[src/logic/gamate_video_defs.svh]
`ifndef GAMATE_VIDEO_DEFS_SVH
`define GAMATE_VIDEO_DEFS_SVH

// Frame buffer address bits, covers 160x150 shades
`define GV_FB_ADDR_W 15

// Line buffer entries, one per column
`define GV_LINE_DEPTH 256

// Bits per colour channel
`define GV_CH_W 8

// Custom palette bytes, four colours of r, g, b
`define GV_PAL_BYTES 12

`endif

[src/logic/gamate_video_pkg.sv]
`include "gamate_video_defs.svh"

package gamate_video_pkg;

	// Shade code from the video core, SHADE_0 is the lightest
	typedef enum logic [1:0] {
		SHADE_0 = 2'd0,
		SHADE_1 = 2'd1,
		SHADE_2 = 2'd2,
		SHADE_3 = 2'd3
	} shade_e;

	typedef struct packed {
		logic [`GV_CH_W-1:0] r;
		logic [`GV_CH_W-1:0] g;
		logic [`GV_CH_W-1:0] b;
	} rgb_t;

	// One colour per shade, indexed by shade_e
	typedef rgb_t [3:0] palette_t;

	localparam palette_t default_palette = '{
		0: '{r: 8'h82, g: 8'h82, b: 8'h14},
		1: '{r: 8'h51, g: 8'h73, b: 8'h56},
		2: '{r: 8'h30, g: 8'h5A, b: 8'h5F},
		3: '{r: 8'h1A, g: 8'h3B, b: 8'h49}
	};

	// Power-up contents of the writable palette
	localparam palette_t custom_reset_palette = '{
		0: '{r: 8'hF7, g: 8'hBE, b: 8'hF7},
		1: '{r: 8'hE7, g: 8'h86, b: 8'h86},
		2: '{r: 8'h77, g: 8'h33, b: 8'hE7},
		3: '{r: 8'h2C, g: 8'h2C, b: 8'h96}
	};

endpackage

[src/logic/pixel_if.sv]
`timescale 1ns/1ns

// Free-running pixel stream, one pixel per ce strobe
interface pixel_if;
	logic ce;
	gamate_video_pkg::shade_e shade;
	logic hblank;
	logic vblank;
	logic vsync;

	modport source (
		output ce,
		output shade,
		output hblank,
		output vblank,
		output vsync
	);

	modport sink (
		input ce,
		input shade,
		input hblank,
		input vblank,
		input vsync
	);
endinterface

[src/logic/palette_blend.sv]
`timescale 1ns/1ns
`include "gamate_video_defs.svh"

module palette_blend (
	input  logic                     clk_sys,
	input  logic                     rst_n,
	pixel_if.sink                    pix,
	input  gamate_video_pkg::shade_e prev_shade,
	input  gamate_video_pkg::shade_e above_shade,
	input  logic                     blend_en,
	input  logic                     shadow_en,
	input  logic                     custom_pal,
	input  logic                     pal_wr,
	input  logic [3:0]               pal_addr,
	input  logic [7:0]               pal_data,
	output gamate_video_pkg::rgb_t   rgb,
	output logic                     de
);

	localparam int CH_W = `GV_CH_W;

	gamate_video_pkg::palette_t custom_q;
	gamate_video_pkg::palette_t sel_pal;
	gamate_video_pkg::rgb_t     cur;
	gamate_video_pkg::rgb_t     prv;
	gamate_video_pkg::rgb_t     blended;
	gamate_video_pkg::rgb_t     shaded;

	logic [1:0] wr_col;
	logic [1:0] wr_byte;
	logic       do_shadow;
	logic       de_next;

	// Floor of the average, sum kept one bit wider
	function automatic logic [CH_W-1:0] blend_ch(
		input logic [CH_W-1:0] c,
		input logic [CH_W-1:0] p,
		input logic            en
	);
		logic [CH_W:0] sum;
		sum = {1'b0, c} + {1'b0, p};
		return en ? sum[CH_W:1] : c;
	endfunction

	// Darker shades above leave less of the channel
	function automatic logic [CH_W-1:0] shadow_ch(
		input logic [CH_W-1:0]        v,
		input gamate_video_pkg::shade_e above,
		input logic                   en
	);
		logic [1:0]      ab;
		logic [CH_W-1:0] s;
		ab = above;
		s = (v >> 1) + (v >> 2);
		if (!ab[1])
			s = s + (v >> 3);
		if (!ab[0])
			s = s + (v >> 4);
		return en ? s : v;
	endfunction

	// Byte address is colour times three plus channel
	assign wr_col = 2'(pal_addr / 4'd3);
	assign wr_byte = 2'(pal_addr % 4'd3);

	always_ff @(posedge clk_sys or negedge rst_n) begin
		if (!rst_n) begin
			custom_q <= gamate_video_pkg::custom_reset_palette;
		end else if (pal_wr) begin
			case (wr_byte)
				2'd0:    custom_q[wr_col].r <= pal_data;
				2'd1:    custom_q[wr_col].g <= pal_data;
				default: custom_q[wr_col].b <= pal_data;
			endcase
		end
	end

	assign sel_pal = custom_pal ? custom_q : gamate_video_pkg::default_palette;
	assign cur = sel_pal[pix.shade];
	assign prv = sel_pal[prev_shade];

	assign blended.r = blend_ch(cur.r, prv.r, blend_en);
	assign blended.g = blend_ch(cur.g, prv.g, blend_en);
	assign blended.b = blend_ch(cur.b, prv.b, blend_en);

	// Only a light pixel under a darker one casts the shadow
	assign do_shadow = shadow_en
		&& (pix.shade == gamate_video_pkg::SHADE_0)
		&& (above_shade != gamate_video_pkg::SHADE_0);

	assign shaded.r = shadow_ch(blended.r, above_shade, do_shadow);
	assign shaded.g = shadow_ch(blended.g, above_shade, do_shadow);
	assign shaded.b = shadow_ch(blended.b, above_shade, do_shadow);

	assign de_next = !pix.hblank && !pix.vblank;

	// Output holds until the next pixel strobe
	always_ff @(posedge clk_sys or negedge rst_n) begin
		if (!rst_n) begin
			rgb <= '0;
			de  <= 1'b0;
		end else if (pix.ce) begin
			rgb <= de_next ? shaded : '0;
			de  <= de_next;
		end
	end

	a_pal_addr: assert property (
		@(posedge clk_sys) disable iff (!rst_n)
		pal_wr |-> pal_addr < 4'(`GV_PAL_BYTES)
	) else $error("palette write outside the custom palette");

endmodule

[src/flat_wrapper.sv]
// flat-port wrapper written by rule: the top's interface ports become plain ports
module palette_blend_flat 
  (clk_sys, rst_n, prev_shade, above_shade, blend_en, shadow_en, custom_pal, pal_wr, pal_addr, pal_data, rgb, de, pix_ce, pix_shade, pix_hblank, pix_vblank, pix_vsync);
  pixel_if pix_i ();
  input  logic clk_sys;
  input  logic rst_n;
  input  gamate_video_pkg::shade_e prev_shade;
  input  gamate_video_pkg::shade_e above_shade;
  input  logic blend_en;
  input  logic shadow_en;
  input  logic custom_pal;
  input  logic pal_wr;
  input  logic [3:0] pal_addr;
  input  logic [7:0] pal_data;
  output gamate_video_pkg::rgb_t rgb;
  output logic de;
  input wire logic [$bits(pix_i.ce)-1:0] pix_ce;
  input wire logic [$bits(pix_i.shade)-1:0] pix_shade;
  input wire logic [$bits(pix_i.hblank)-1:0] pix_hblank;
  input wire logic [$bits(pix_i.vblank)-1:0] pix_vblank;
  input wire logic [$bits(pix_i.vsync)-1:0] pix_vsync;
  assign pix_i.ce = pix_ce;
  assign pix_i.shade = pix_shade;
  assign pix_i.hblank = pix_hblank;
  assign pix_i.vblank = pix_vblank;
  assign pix_i.vsync = pix_vsync;
  palette_blend u_core (.clk_sys(clk_sys), .rst_n(rst_n), .pix(pix_i), .prev_shade(prev_shade), .above_shade(above_shade), .blend_en(blend_en), .shadow_en(shadow_en), .custom_pal(custom_pal), .pal_wr(pal_wr), .pal_addr(pal_addr), .pal_data(pal_data), .rgb(rgb), .de(de));
endmodule
[config.mk]
export PLATFORM = sky130hd
export DESIGN_NAME = palette_blend_flat
export DESIGN_NICKNAME = d
export VERILOG_FILES = /design/src/logic/gamate_video_pkg.sv /design/src/logic/pixel_if.sv /design/src/logic/palette_blend.sv /design/src/flat_wrapper.sv
export VERILOG_INCLUDE_DIRS = /design/src /design/src/logic
export SDC_FILE = /design/constraint.sdc
export NUM_CORES = 1
export LEC_CHECK = 0
export BUFFER_PORTS_ARGS = -buffer_cell sky130_fd_sc_hd__buf_4
export CAP_MARGIN = 20
export CORE_MARGIN = 5
export CORE_UTILIZATION = 62
export CTS_BUF_LIST = sky130_fd_sc_hd__clkbuf_16
export DETAILED_ROUTE_END_ITERATION = 8
export GPL_ROUTABILITY_DRIVEN = 1
export GPL_TIMING_DRIVEN = 0
export PLACE_DENSITY = 0.88
export SYNTH_ARGS = -nofsm -noshare
export SYNTH_HDL_FRONTEND = slang
export SYNTH_SLANG_ARGS = --single-unit
[constraint.sdc]
create_clock -name clk_sys -period 6.2 [get_ports clk_sys]
set_clock_uncertainty 0.05 [all_clocks]
set_input_delay 0.31 -clock clk_sys [delete_from_list [all_inputs] [get_ports clk_sys]]
set_output_delay 0.31 -clock clk_sys [all_outputs]
set_load 0.03 [all_outputs]
==> flow_summary.json <==
{
  "run_status": "finished, final reports clean",
  "slew_violations": 0,
  "fin_crit_ns": 6.00,
  "fillers": 1196,
  "path_clk_slew_ns": 0.06,
  "track_usage_pct": 31.2,
  "htree_levels": 4,
  "io_buffers": 43,
  "synth_area_um2": 10800,
  "synth_ff_type": "dfrtp_1",
  "ys_seq_area_share_pct": 28.6,
  "drive_above_1_share_pct": 29.5,
  "synth_edf_count": 0,
  "area.growth.synth_to_final_pct": 13.6,
  "grt_first_pass_wirelength_um": 50200,
  "synth_largest_area_cell": "dfrtp_1",
  "r2r_cells": 22,
  "dr_total_vias": 9824,
  "crit_fanout": 19,
  "cp_slowest_cell": "or4_4",
  "ff2ff_setup_slack_ns": 0.33,
  "yosysTopAreaCellShare_pct": 14.5,
  "ys_warn_count": 0,
  "setup_viol": 0,
  "root_buffer": "clkbuf_16",
  "fmax_mhz": 167,
  "reg2reg_to": "u_core.rgb[21]",
  "grt_max_degree": 66,
  "die_area_um2": 20200,
  "drtAntennaViolNets": 0,
  "fin_tns_setup_ns": 0,
  "hold_class": "in -> reg",
  "cts_max_path_buffers": 2,
  "worstPathArrival_ns": 6.23,
  "die_w_um": 142,
  "crit_top_cell": "ha_1",
  "die-height_um": 142,
  "report.final.hold_viol_count": 0,
  "synthesis.instances": 1150,
  "routabilityCongestion": 0.988,
  "grt_pass1_vias": 9807,
  "ff_latch_area_um2": 3100,
  "synth.area.top_cells": "dfrtp_1 (15%), dfstp_2 (14%), mux2_2 (12%), ha_1 (8.4%), xnor2_1 (3.3%)",
  "crit_buf_inv": 4,
  "slowest_delay_ns": 0.50,
  "n_antenna_cell": 0,
  "drc_errors": 0,
  "powerDensity_nw_per_um2": 516,
  "final_util_pct": 71.4,
  "cap_violations": 0,
  "synth.distinct_cells": 99,
  "io_pins": 53,
  "cp.depth": 27,
  "dp_slack_ns": -1.15,
  "antenna_found_initial": 0,
  "vias_per_cell": 6.73,
  "synth_seq_cells": 121,
  "worstSetupEndpoint": "u_core.rgb[5]",
  "relSlewSlack_pct": 33.2,
  "wire_per_inst_um": 21.5,
  "layout.cells.non_filler": 1459,
  "setup_ws_ns": 0.200,
  "tritoncts": "yes",
  "start_kind": "primary input",
  "dp_hpwl_um": 22800,
  "period_share_pct": 96.8,
  "min_from": "pal_data[5]",
  "multi_input_area_um2": 7240,
  "synth-async-reset-ratio_pct": 100,
  "placedCellCount": 1420,
  "start_util_pct": 62.9,
  "criticalPathCategory": "in -> reg",
  "design.core.area_um2": 17200,
  "cts_buffers": 17,
  "drt_iter0_drc": 955,
  "worstPathRequired_ns": 6.43,
  "cp-end-kind": "flip-flop",
  "p_leak_nw": 5.38,
  "clk_latency_ns": 0.43,
  "worst_pin_slew_ns": 0.997,
  "gr-total-overflow": 0,
  "syn_avg_cell_area_um2": 9.42,
  "wl_um": 31400,
  "cts_sinks": 121,
  "setup.worst_path.start": "custom_pal",
  "cp_top_family": "simple AND/OR/NAND/NOR gates",
  "drt_first_pass_iters": 6,
  "fp-row-count": 48,
  "synth_nets": 1255,
  "ir_drop_uv": 310,
  "finish.net_count": 1326
}
-- worst register-to-register path: cells and delay by family (launching register included) --
family / cells / cell delay [ns]
adders and majority gates: 4 / 1.48
muxes: 3 / 0.55
DFF: 1 / 0.54
xor gates and xnor gates: 3 / 0.53
and+or+nand+nor: 5 / 1.10
AOI/OAI and AO/OA: 7 / 1.49
-- cell usage after synthesis (5+ instances only) --
library cell	number
mux4_2	10
mux2_2	113
o22ai_1	31
nand2b_1	26
o31ai_1	8
o221ai_1	5
buf_2	8
nand4_1	7
nor2b_1	18
and3_1	6
nor3_1	12
a22oi_1	11
a21oi_1	59
o21ai_1	9
xor2_1	21
a22o_1	5
clkbuf_1	32
and2_1	11
o21a_1	7
a31oi_1	9
buf_1	8
a21o_1	16
mux2i_1	35
maj3_1	6
nand2_1	78
inv_1	72
ha_1	73
dfrtp_1	63
xnor2_1	41
nand3b_1	5
buf_6	10
a211oi_1	5
o211ai_1	13
o21ai_0	52
dfstp_2	58
nand3_1	17
nor2_1	70
-- power by group --
| part | internal [mW] | leakage [nW] | switching (mW) |
|---|---|---|---|
| clock | 0.668 | 0.306 | 0.395 |
| combinational | 1.78 | 3.66 | 2.16 |
| sequential | 1.14 | 1.42 | 0.200 |
-- how the worst min path moves through the flow --
stage                                 end  depth (start not counted)  slack, ns
2_1_floorplan  asynchronous set/reset pin                          0      -0.04
3_3_place_gp                    flip-flop                          1       0.44
3_5_place_dp   asynchronous set/reset pin                          1       0.26
4_1_cts                         flip-flop                          2       0.07
5_1_grt                         flip-flop                          2       0.09
6_report                        flip-flop                          2       0.08
-- what timing repair did --
action,4_1_cts,5_1_grt
pin swaps,0,4
endpoints found under the setup margin,15,15
hold buffers,1,0
resized for setup,14,41
buffers inserted,0,8
endpoints found under the hold margin,39,0
-- kinds of logic after synthesis --
group	synth area share, %
buffers and inverters	5.53
DFF	28.6
AOI/OAI and AO/OA	18.6
muxes	18.0
xor gates and xnor gates	5.16
and+or+nand+nor	14.2
adders and majority gates	9.93
-- layer usage --
layer	vias to the layer above	wire [µm]	track usage, %
li1	4374	-	-
met1	4713	12100	38.9
met2	592	14900	51.9
met3	145	2550	5.21
met4	0	1880	16.7
met5	-	0	0
-- placed cells by master (no fill, tap or decap), drive strengths merged, types with 42 or more instances in the layout --
| master | count |
|---|---|
| inv | 80 |
| mux2 | 116 |
| buf | 80 |
| o21ai | 61 |
| a21oi | 62 |
| ha | 73 |
| dfstp | 58 |
| nand2 | 78 |
| clkbuf | 48 |
| nor2 | 71 |
| xnor2 | 42 |
| dfrtp | 63 |
-- layout make-up --
type,count,share of cell area [%]
Clock buffer,17,3.46
Timing Repair Buffer,55,3.57
Inverter,75,2.29
Tap cell,225,2.29
Clock inverter,15,1.51
Multi-Input combinational cell,894,58.8
Buffer,57,2.87
Sequential cell,121,25.2
-- stage by stage --
stage          hold WS (ns)  cell area, µm²  power [mW]
2_1_floorplan       -0.0356           10800        4.30
3_3_place_gp          0.439           11400        4.83
3_5_place_dp          0.261           11500        5.03
4_1_cts              0.0711           12100        6.16
5_1_grt              0.0881           12300        6.80
6_report             0.0776           12300        6.35
Note: power is estimated with default switching activity, not from simulation.
