`config.mk`:
```
export PLATFORM = sky130hd
export DESIGN_NAME = shadow_line_flat
export DESIGN_NICKNAME = d
export VERILOG_FILES = /design/src/logic/gamate_video_pkg.sv /design/src/logic/pixel_if.sv /design/src/logic/shadow_line.sv /design/src/flat_wrapper.sv
export VERILOG_INCLUDE_DIRS = /design/src /design/src/logic
export SDC_FILE = /design/constraint.sdc
export NUM_CORES = 1
export LEC_CHECK = 0
export ABC_CLOCK_PERIOD_IN_PS = 3450
export BUFFER_PORTS_ARGS = -buffer_cell sky130_fd_sc_hd__buf_2
export CORE_MARGIN = 1.5
export CORE_UTILIZATION = 25
export CTS_CLUSTER_DIAMETER = 50
export DETAILED_ROUTE_END_ITERATION = 10
export GPL_ROUTABILITY_DRIVEN = 0
export HOLD_SLACK_MARGIN = 0.02
export PLACE_DENSITY = 0.45
export SYNTH_ARGS = -nofsm -noshare
export SYNTH_HDL_FRONTEND = slang
export SYNTH_SLANG_ARGS = --single-unit
export TNS_END_PERCENT = 20
```
`constraint.sdc`:
```
create_clock -name clk_sys -period 3.45 [get_ports clk_sys]
set_input_delay 0.69 -clock clk_sys [delete_from_list [all_inputs] [get_ports clk_sys]]
set_output_delay 0.69 -clock clk_sys [all_outputs]
set_load 0.01 [all_outputs]
```
`src/logic/gamate_video_defs.svh`:
```
`ifndef GAMATE_VIDEO_DEFS_SVH
`define GAMATE_VIDEO_DEFS_SVH

// Frame buffer address bits, covers 160x150 shades
`define GV_FB_ADDR_W 15

// Line buffer entries, one per column
`define GV_LINE_DEPTH 256

// Bits per colour channel
`define GV_CH_W 8

// Custom palette bytes, four colours of r, g, b
`define GV_PAL_BYTES 12

`endif

```
`src/logic/gamate_video_pkg.sv`:
```
`include "gamate_video_defs.svh"

package gamate_video_pkg;

	// Shade code from the video core, SHADE_0 is the lightest
	typedef enum logic [1:0] {
		SHADE_0 = 2'd0,
		SHADE_1 = 2'd1,
		SHADE_2 = 2'd2,
		SHADE_3 = 2'd3
	} shade_e;

	typedef struct packed {
		logic [`GV_CH_W-1:0] r;
		logic [`GV_CH_W-1:0] g;
		logic [`GV_CH_W-1:0] b;
	} rgb_t;

	// One colour per shade, indexed by shade_e
	typedef rgb_t [3:0] palette_t;

	localparam palette_t default_palette = '{
		0: '{r: 8'h82, g: 8'h82, b: 8'h14},
		1: '{r: 8'h51, g: 8'h73, b: 8'h56},
		2: '{r: 8'h30, g: 8'h5A, b: 8'h5F},
		3: '{r: 8'h1A, g: 8'h3B, b: 8'h49}
	};

	// Power-up contents of the writable palette
	localparam palette_t custom_reset_palette = '{
		0: '{r: 8'hF7, g: 8'hBE, b: 8'hF7},
		1: '{r: 8'hE7, g: 8'h86, b: 8'h86},
		2: '{r: 8'h77, g: 8'h33, b: 8'hE7},
		3: '{r: 8'h2C, g: 8'h2C, b: 8'h96}
	};

endpackage

```
`src/logic/pixel_if.sv`:
```
`timescale 1ns/1ns

// Free-running pixel stream, one pixel per ce strobe
interface pixel_if;
	logic ce;
	gamate_video_pkg::shade_e shade;
	logic hblank;
	logic vblank;
	logic vsync;

	modport source (
		output ce,
		output shade,
		output hblank,
		output vblank,
		output vsync
	);

	modport sink (
		input ce,
		input shade,
		input hblank,
		input vblank,
		input vsync
	);
endinterface

```
`src/logic/shadow_line.sv`:
```
`timescale 1ns/1ns
`include "gamate_video_defs.svh"

module shadow_line (
	input  logic                     clk_sys,
	input  logic                     rst_n,
	pixel_if.sink                    pix,
	output gamate_video_pkg::shade_e above_shade
);

	localparam int DEPTH = `GV_LINE_DEPTH;
	// One spare bit so an overlong line shows up in the check below
	localparam int COL_W = $clog2(DEPTH) + 1;

	gamate_video_pkg::shade_e line_buf [DEPTH];

	logic [COL_W-1:0] col;
	logic [COL_W-2:0] idx;

	assign idx = col[COL_W-2:0];

	// Entry still holds the shade written one line earlier
	assign above_shade = line_buf[idx];

	always_ff @(posedge clk_sys or negedge rst_n) begin
		if (!rst_n)
			col <= '0;
		else if (pix.hblank)
			col <= '0;
		else if (pix.ce)
			col <= col + 1'b1;
	end

	// Vblank lines flush the buffer so the first line is never shadowed
	always_ff @(posedge clk_sys) begin
		if (pix.ce && !pix.hblank)
			line_buf[idx] <= pix.vblank ? gamate_video_pkg::SHADE_0 : pix.shade;
	end

	a_col_bound: assert property (
		@(posedge clk_sys) disable iff (!rst_n)
		pix.ce && !pix.hblank |-> col < COL_W'(DEPTH)
	) else $error("line longer than the shadow line buffer");

endmodule

```
`src/flat_wrapper.sv`:
```
// flat-port wrapper written by rule: the top's interface ports become plain ports
module shadow_line_flat 
  (clk_sys, rst_n, above_shade, pix_ce, pix_shade, pix_hblank, pix_vblank, pix_vsync);
  pixel_if pix_i ();
  input  logic clk_sys;
  input  logic rst_n;
  output gamate_video_pkg::shade_e above_shade;
  input wire logic [$bits(pix_i.ce)-1:0] pix_ce;
  input wire logic [$bits(pix_i.shade)-1:0] pix_shade;
  input wire logic [$bits(pix_i.hblank)-1:0] pix_hblank;
  input wire logic [$bits(pix_i.vblank)-1:0] pix_vblank;
  input wire logic [$bits(pix_i.vsync)-1:0] pix_vsync;
  assign pix_i.ce = pix_ce;
  assign pix_i.shade = pix_shade;
  assign pix_i.hblank = pix_hblank;
  assign pix_i.vblank = pix_vblank;
  assign pix_i.vsync = pix_vsync;
  shadow_line u_core (.clk_sys(clk_sys), .rst_n(rst_n), .pix(pix_i), .above_shade(above_shade));
endmodule
```
==> results of run 1 <==
## metrics by stage
stage | instances | setup TNS [ns] | setup slack, ns
after floorplan | 1196 | 0 | 0.04397
after global placement | 2300 | -0.4360 | -0.2206
after detailed placement | 2300 | -0.3840 | -0.1975
after CTS | 2435 | -1.222 | -0.6270
after global routing | 2435 | -1.363 | -0.6920
final | 2435 | -1.108 | -0.5726
## worst reg2reg max path: stages, from the launching register on
cell and delay (ns):
dfrtp_1 0.45, nor2_1 0.54, buf_4 0.24, nand3_1 0.54, nor2_1 0.40
## sequential cells by signal, summed over array words and instances (netlist names)
register and flops:
u_core.line_buf 512, u_core.col 8
## area by class of cell
type	count	area [µm²]	area share, %
clock buffers	82	1818	7.013
clock inverters	38	411.6	1.588
inverters	3	11.26	0.04344
multi-input cells	585	5276	20.35
flip-flops and latches	520	15580	60.11
well taps	1080	1351	5.213
repair buffers	127	1473	5.681
## routing by layer
metal | part of all wire, % | track usage [%] | up-vias
met5 | 0 | 0 | -
met2 | 48 | 21.70 | 259
li1 | - | - | 4926
met4 | 1.9 | 3.172 | 0
met1 | 45 | 18.03 | 6035
met3 | 4.5 | 2.390 | 76
## cell usage in the layout, fill, tap and decap left out, drive strengths merged, types with 4 or more instances in the layout
master	netlist	final
edfxtp	512	512
nor2	267	267
mux4	128	128
buf	17	125
clkbuf	71	82
a22oi	72	72
nand2	41	41
a21oi	23	23
clkinv	0	21
nand3	20	20
inv	3	9
dfrtp	8	8
nor2b	8	8
bufinv	0	7
xor2	5	5
ha	4	4
clkinvlp	0	4
## power breakdown
part           leakage [µW]  internal (µW)  switching [µW]
clock network       0.00109           4300            2670
registers           0.00422           6940            6.84
logic               0.00198            448             444
total               0.00729          11700            3120
## path summary, 6_finish.rpt
kind,end,slack (ns),from,cells after the start
max,above_shade[0],-0.57,u_core.col[0],10
min,u_core.col[6],0.47,pix_hblank,2
max reg2reg,u_core.line_buf[200][0],0.96,u_core.col[4],4
min reg2reg,u_core.col[2],0.57,u_core.col[2],2
max in group asynchronous,u_core.col[1],2.66,rst_n,2
min in group asynchronous,u_core.col[3],0.52,rst_n,2
## cell families (layout without fill, tap and decap cells)
group,count (synthesis),in the layout,synth area share [%]
simple gates,348,348,6.579
buf+inv,91,250,1.909
fa+ha+maj,4,4,0.2379
mux,129,129,13.75
flops,520,520,74.04
xor+xnor,6,6,0.2498
compound gates,98,98,3.230
## timing repair
| item | CTS | global route |
|---|---|---|
| gates resized for setup | 47 | 5 |
| pin swaps | 18 | 2 |
| hold buffers | 1 | 0 |
| setup endpoints to repair | 2 | 2 |
| buffers inserted | 11 | 0 |
| hold endpoints to repair | 8 | 0 |
| cloned | 4 | 0 |
==> results.cfg, run 1 <==
[timing]
setup_viol = 2
setup_slack_ns = -0.5726
finalMaxSlewViolations = 0
finalCriticalPeriod_ns = 4.023
holdWs_ns = 0.4692
slew_headroom_pct = 40.31
skew_ns = 0.01988
min_period_over_period_pct = 116.6
rsz0062_at_grt = true
finalHoldViolations = 0
tightest_slew_ns = 0.8935
max_freq_mhz = 248.6

[routing]
drtIter0Drc = 1106
detail_route.first_pass.iterations = 5
wl_per_cell_um = 22.88
antenna_left = 0
wl_um = 55710
drc_errors = 0
viasPerCell = 4.639
vias = 11296

[cts]
htreeDepth = 3
cts_tree = yes
clock_latency_ns = 0.59
root_buffer = clkbuf_16
path_clk_slew_ns = 0.06
cts_made_buffers = 67
clockBufferDepth = 3
cts_sinks = 520

[synthesis]
synth.top_cell.area_share_pct = 73.09
synth_warnings = 0
postSynthAreaPerCell_um2 = 17.59
synth_area_leader_cell = edfxtp_1
seq_area_frac_synth_pct = 74.04
synth_cell_types = 27
synthCells = 1196
netlist_area_um2 = 21040
syn_nets = 1208
synth_most_common_cell = edfxtp_1
synth_edf_count = 512
ys_top_cells_by_count = 512 x edfxtp_1, 267 x nor2_1, 128 x mux4_2
ys_ff_latch = 520
ys_dominant_reg_cell = edfxtp_1
async_flop_share_pct = 1.538
yosys-top-cells-area = edfxtp_1 73%, mux4_2 14%, nor2_1 4.8%

[layout]
antenna_cells = 0
design_area_um2 = 25920
nFillCells = 8065
nets = 1316
area_growth_pct = 23.24
post-route-util_pct = 31.08
drive_above_1_share_pct = 29.74

[global_routing]
antenna_found_initial = 1
gr-total-overflow = 0
grt_first_pass_wirelength_um = 82510
first_global_vias = 12256
grt.total_usage_pct = 13.18
grt_max_degree = 59

[worst_hold_path]
hold_class = in2reg

[pwr]
p_leak_uw = 0.007289
power_density_nw_per_um2 = 571.4
power_uw = 14810
vdd_drop_max_mv = 0.3013

[critical_path]
critPathCaptureType = output port
path_cells = buf_12, buf_12, buf_16, mux4_2, a22oi_1, nand2_1, a22oi_2, a21boi_1, or4_4, buf_6
cp_max_fo = 6
start_kind = register
path_buf_inv = 4
worstSetupPathType = reg2out
cpPeakStageDelay_ns = 0.58
critPathMostFrequentCell = buf_12
critPathTopFamily = simple AND/OR/NAND/NOR gates
cp.arrival_ns = 3.33
required_ns = 2.76
worst_path_max_delay_cell = or4_4

[die]
coreArea_um2 = 83420
row_count = 106
ios = 10
die_height_um = 293.1
dieArea_um2 = 85890
fp.dieW_um = 293.1
start_util_pct = 25.22

[placement]
hpwl_um = 34520
placed_area_um2 = 23240
io_buffer_count = 8

[status]
failed_checks = setup timing
status = finished with violations

[job]
drv_cap = 0
Power figures use the tool's default switching activity.
==> run 2, diff against run 1 <==
--- a/config.mk
+++ b/config.mk
@@ -6,7 +6,7 @@
 export SDC_FILE = /design/constraint.sdc
 export NUM_CORES = 1
 export LEC_CHECK = 0
-export ABC_CLOCK_PERIOD_IN_PS = 3450
+export ABC_CLOCK_PERIOD_IN_PS = 4710
 export BUFFER_PORTS_ARGS = -buffer_cell sky130_fd_sc_hd__buf_2
 export CORE_MARGIN = 1.5
 export CORE_UTILIZATION = 25
==> constraint.sdc (replaced) <==
create_clock -name clk_sys -period 4.71 [get_ports clk_sys]
set_input_delay 0.942 -clock clk_sys [delete_from_list [all_inputs] [get_ports clk_sys]]
set_output_delay 0.942 -clock clk_sys [all_outputs]
set_load 0.01 [all_outputs]
==> run 2 against run 1 <==
  * Final area decreased by 3.9%
  * Highest routed layer unchanged
  * Register-to-register slack improved by 0.43 ns
  * Clock-buffer cell count increased by 7
  * Clock skew increased by 0.0011 ns
  * The run now ends clean
  * Largest power group unchanged
  * Largest cell class unchanged
==> results.cfg, run 2 (synthesis gave the netlist of run 1 again) <==
[timing]
slew_headroom_pct = 33.93
max_freq_mhz = 218.9
skew_ns = 0.02101
rsz0062_at_grt = false
tightest_slew_ns = 0.9910
finalHoldViolations = 0
finalMaxSlewViolations = 0
setup_slack_ns = 0.1409
min_period_over_period_pct = 97.01
setup_viol = 0
finalSetupTns_ns = 0
finalCriticalPeriod_ns = 4.569

[global_routing]
first_global_vias = 11897
grt_max_degree = 173
grt.total_usage_pct = 12.63
gr-total-overflow = 0
antenna_found_initial = 2
grt_first_pass_wirelength_um = 79030

[cts]
cts_made_buffers = 66
htreeDepth = 3
cts_sinks = 520
clock_latency_ns = 0.58
clockBufferDepth = 3
root_buffer = clkbuf_16
cts_tree = yes
path_clk_slew_ns = 0.06

[critical_path]
start_kind = register
critPathCaptureType = output port
cp.arrival_ns = 3.63
ff2ff_setup_slack_ns = 1.39
required_ns = 3.77
cp_max_fo = 15
worstSetupPathType = reg2out
path_buf_inv = 4
worst_path_max_delay_cell = or4_1
path_cells = buf_4, buf_16, buf_4, mux4_2, a22oi_1, nand2_1, a22oi_1, a21boi_1, or4_1, buf_2
critPathTopFamily = buffers and inverters
cpPeakStageDelay_ns = 0.61

[layout]
antenna_cells = 0
final_cell_mix = 512 x edfxtp_1, 266 x nor2_1, 128 x mux4_2, 72 x a22oi_1, 70 x clkbuf_16
final_common_cell = edfxtp_1
largest_register = u_core.line_buf
area_growth_pct = 18.49
largest_reg_flops = 512
drive_above_1_share_pct = 22.85
reg_top3 = u_core.line_buf (512), u_core.col (8)
nets = 1254

[die]
die_height_um = 293.1
dieArea_um2 = 85890
row_count = 106
start_util_pct = 25.22
coreArea_um2 = 83420
ios = 10
fp.dieW_um = 293.1

[pwr]
power_density_nw_per_um2 = 432.7
p_leak_uw = 0.006843
vdd_drop_max_mv = 0.1992

[placement]
hpwl_um = 31320
pre_cts_slack_ns = 0.4264
io_buffer_count = 8

[routing]
viasPerCell = 4.615
detail_route.first_pass.iterations = 5
wl_per_cell_um = 22.80
drc_errors = 0
drtIter0Drc = 843
antenna_left = 0
vias = 10943
wl_um = 54060

[job]
drv_cap = 0

[status]
status = completed

[worst_hold_path]
hold_class = in2async
run 2: changes by cell type in the layout (fill, tap and decap cells not counted), moves of 7 or more:
cell / previous run / this run
a22oi_1: 45 / 72
clkinv_2: 12 / 3
buf_4: 78 / 45
a22oi_2: 27 / 0
a21oi_2: 9 / 0
a21oi_1: 14 / 23
clkbuf_1: 11 / 18
buf_12: 31 / 9
run 2: layer usage:
metal	GRT usage (%)	wire, µm
met1	17.05	24110
met2	20.98	26470
met3	2.239	2468
met4	3.286	1012
met5	0	0
run 2: path summary, 6_finish.rpt:
| kind | from | to | cells past startpoint |
|---|---|---|---|
| worst min register to register | u_core.col[5] | u_core.col[5] | 2 |
| min in group clk_sys | u_core.col[5] | u_core.col[5] | 2 |
| worst max register to register | u_core.col[2] | u_core.line_buf[140][1] | 5 |
| max in group asynchronous | rst_n | u_core.col[1] | 1 |
| worst max-delay path | u_core.col[0] | above_shade[1] | 10 |
| worst min-delay path | rst_n | u_core.col[0] | 1 |
run 2: cell type report:
cell class | instances | area [µm²]
clock inverter | 28 | 406.6
sequential | 520 | 15580
fill | 8107 | 58500
timing repair buffer | 66 | 649.4
multi-input combinational | 585 | 5101
tap | 1080 | 1351
clock buffer | 89 | 1822
inverter | 3 | 11.26
run 2: repair_timing:
action | 4_1_cts | 5_1_grt
pin swaps | 0 | 0
endpoints found under the hold margin | 0 | 0
setup buffers | 1 | 2
resized for setup | 1 | 3
setup endpoints to repair | 2 | 2
hold buffers | 0 | 0
cloned | 0 | 1
run 2: power breakdown:
group / internal [µW] / switching, µW
combinational: 237 / 297
clock: 3260 / 1900
sequential: 5090 / 3.31
total: 8590 / 2200
run 2: through the flow:
stage	power, µW	util [%]	instance area, µm²	instances	hold WS (ns)
after floorplan	5547	-	21050	1196	0.5708
after global placement	5707	27.09	22600	2250	0.6167
after detailed placement	5710	27.09	22600	2250	0.6358
after CTS	10910	29.80	24860	2368	0.1890
after global routing	11100	29.88	24920	2371	0.2017
final	10780	29.88	24920	2371	0.2203
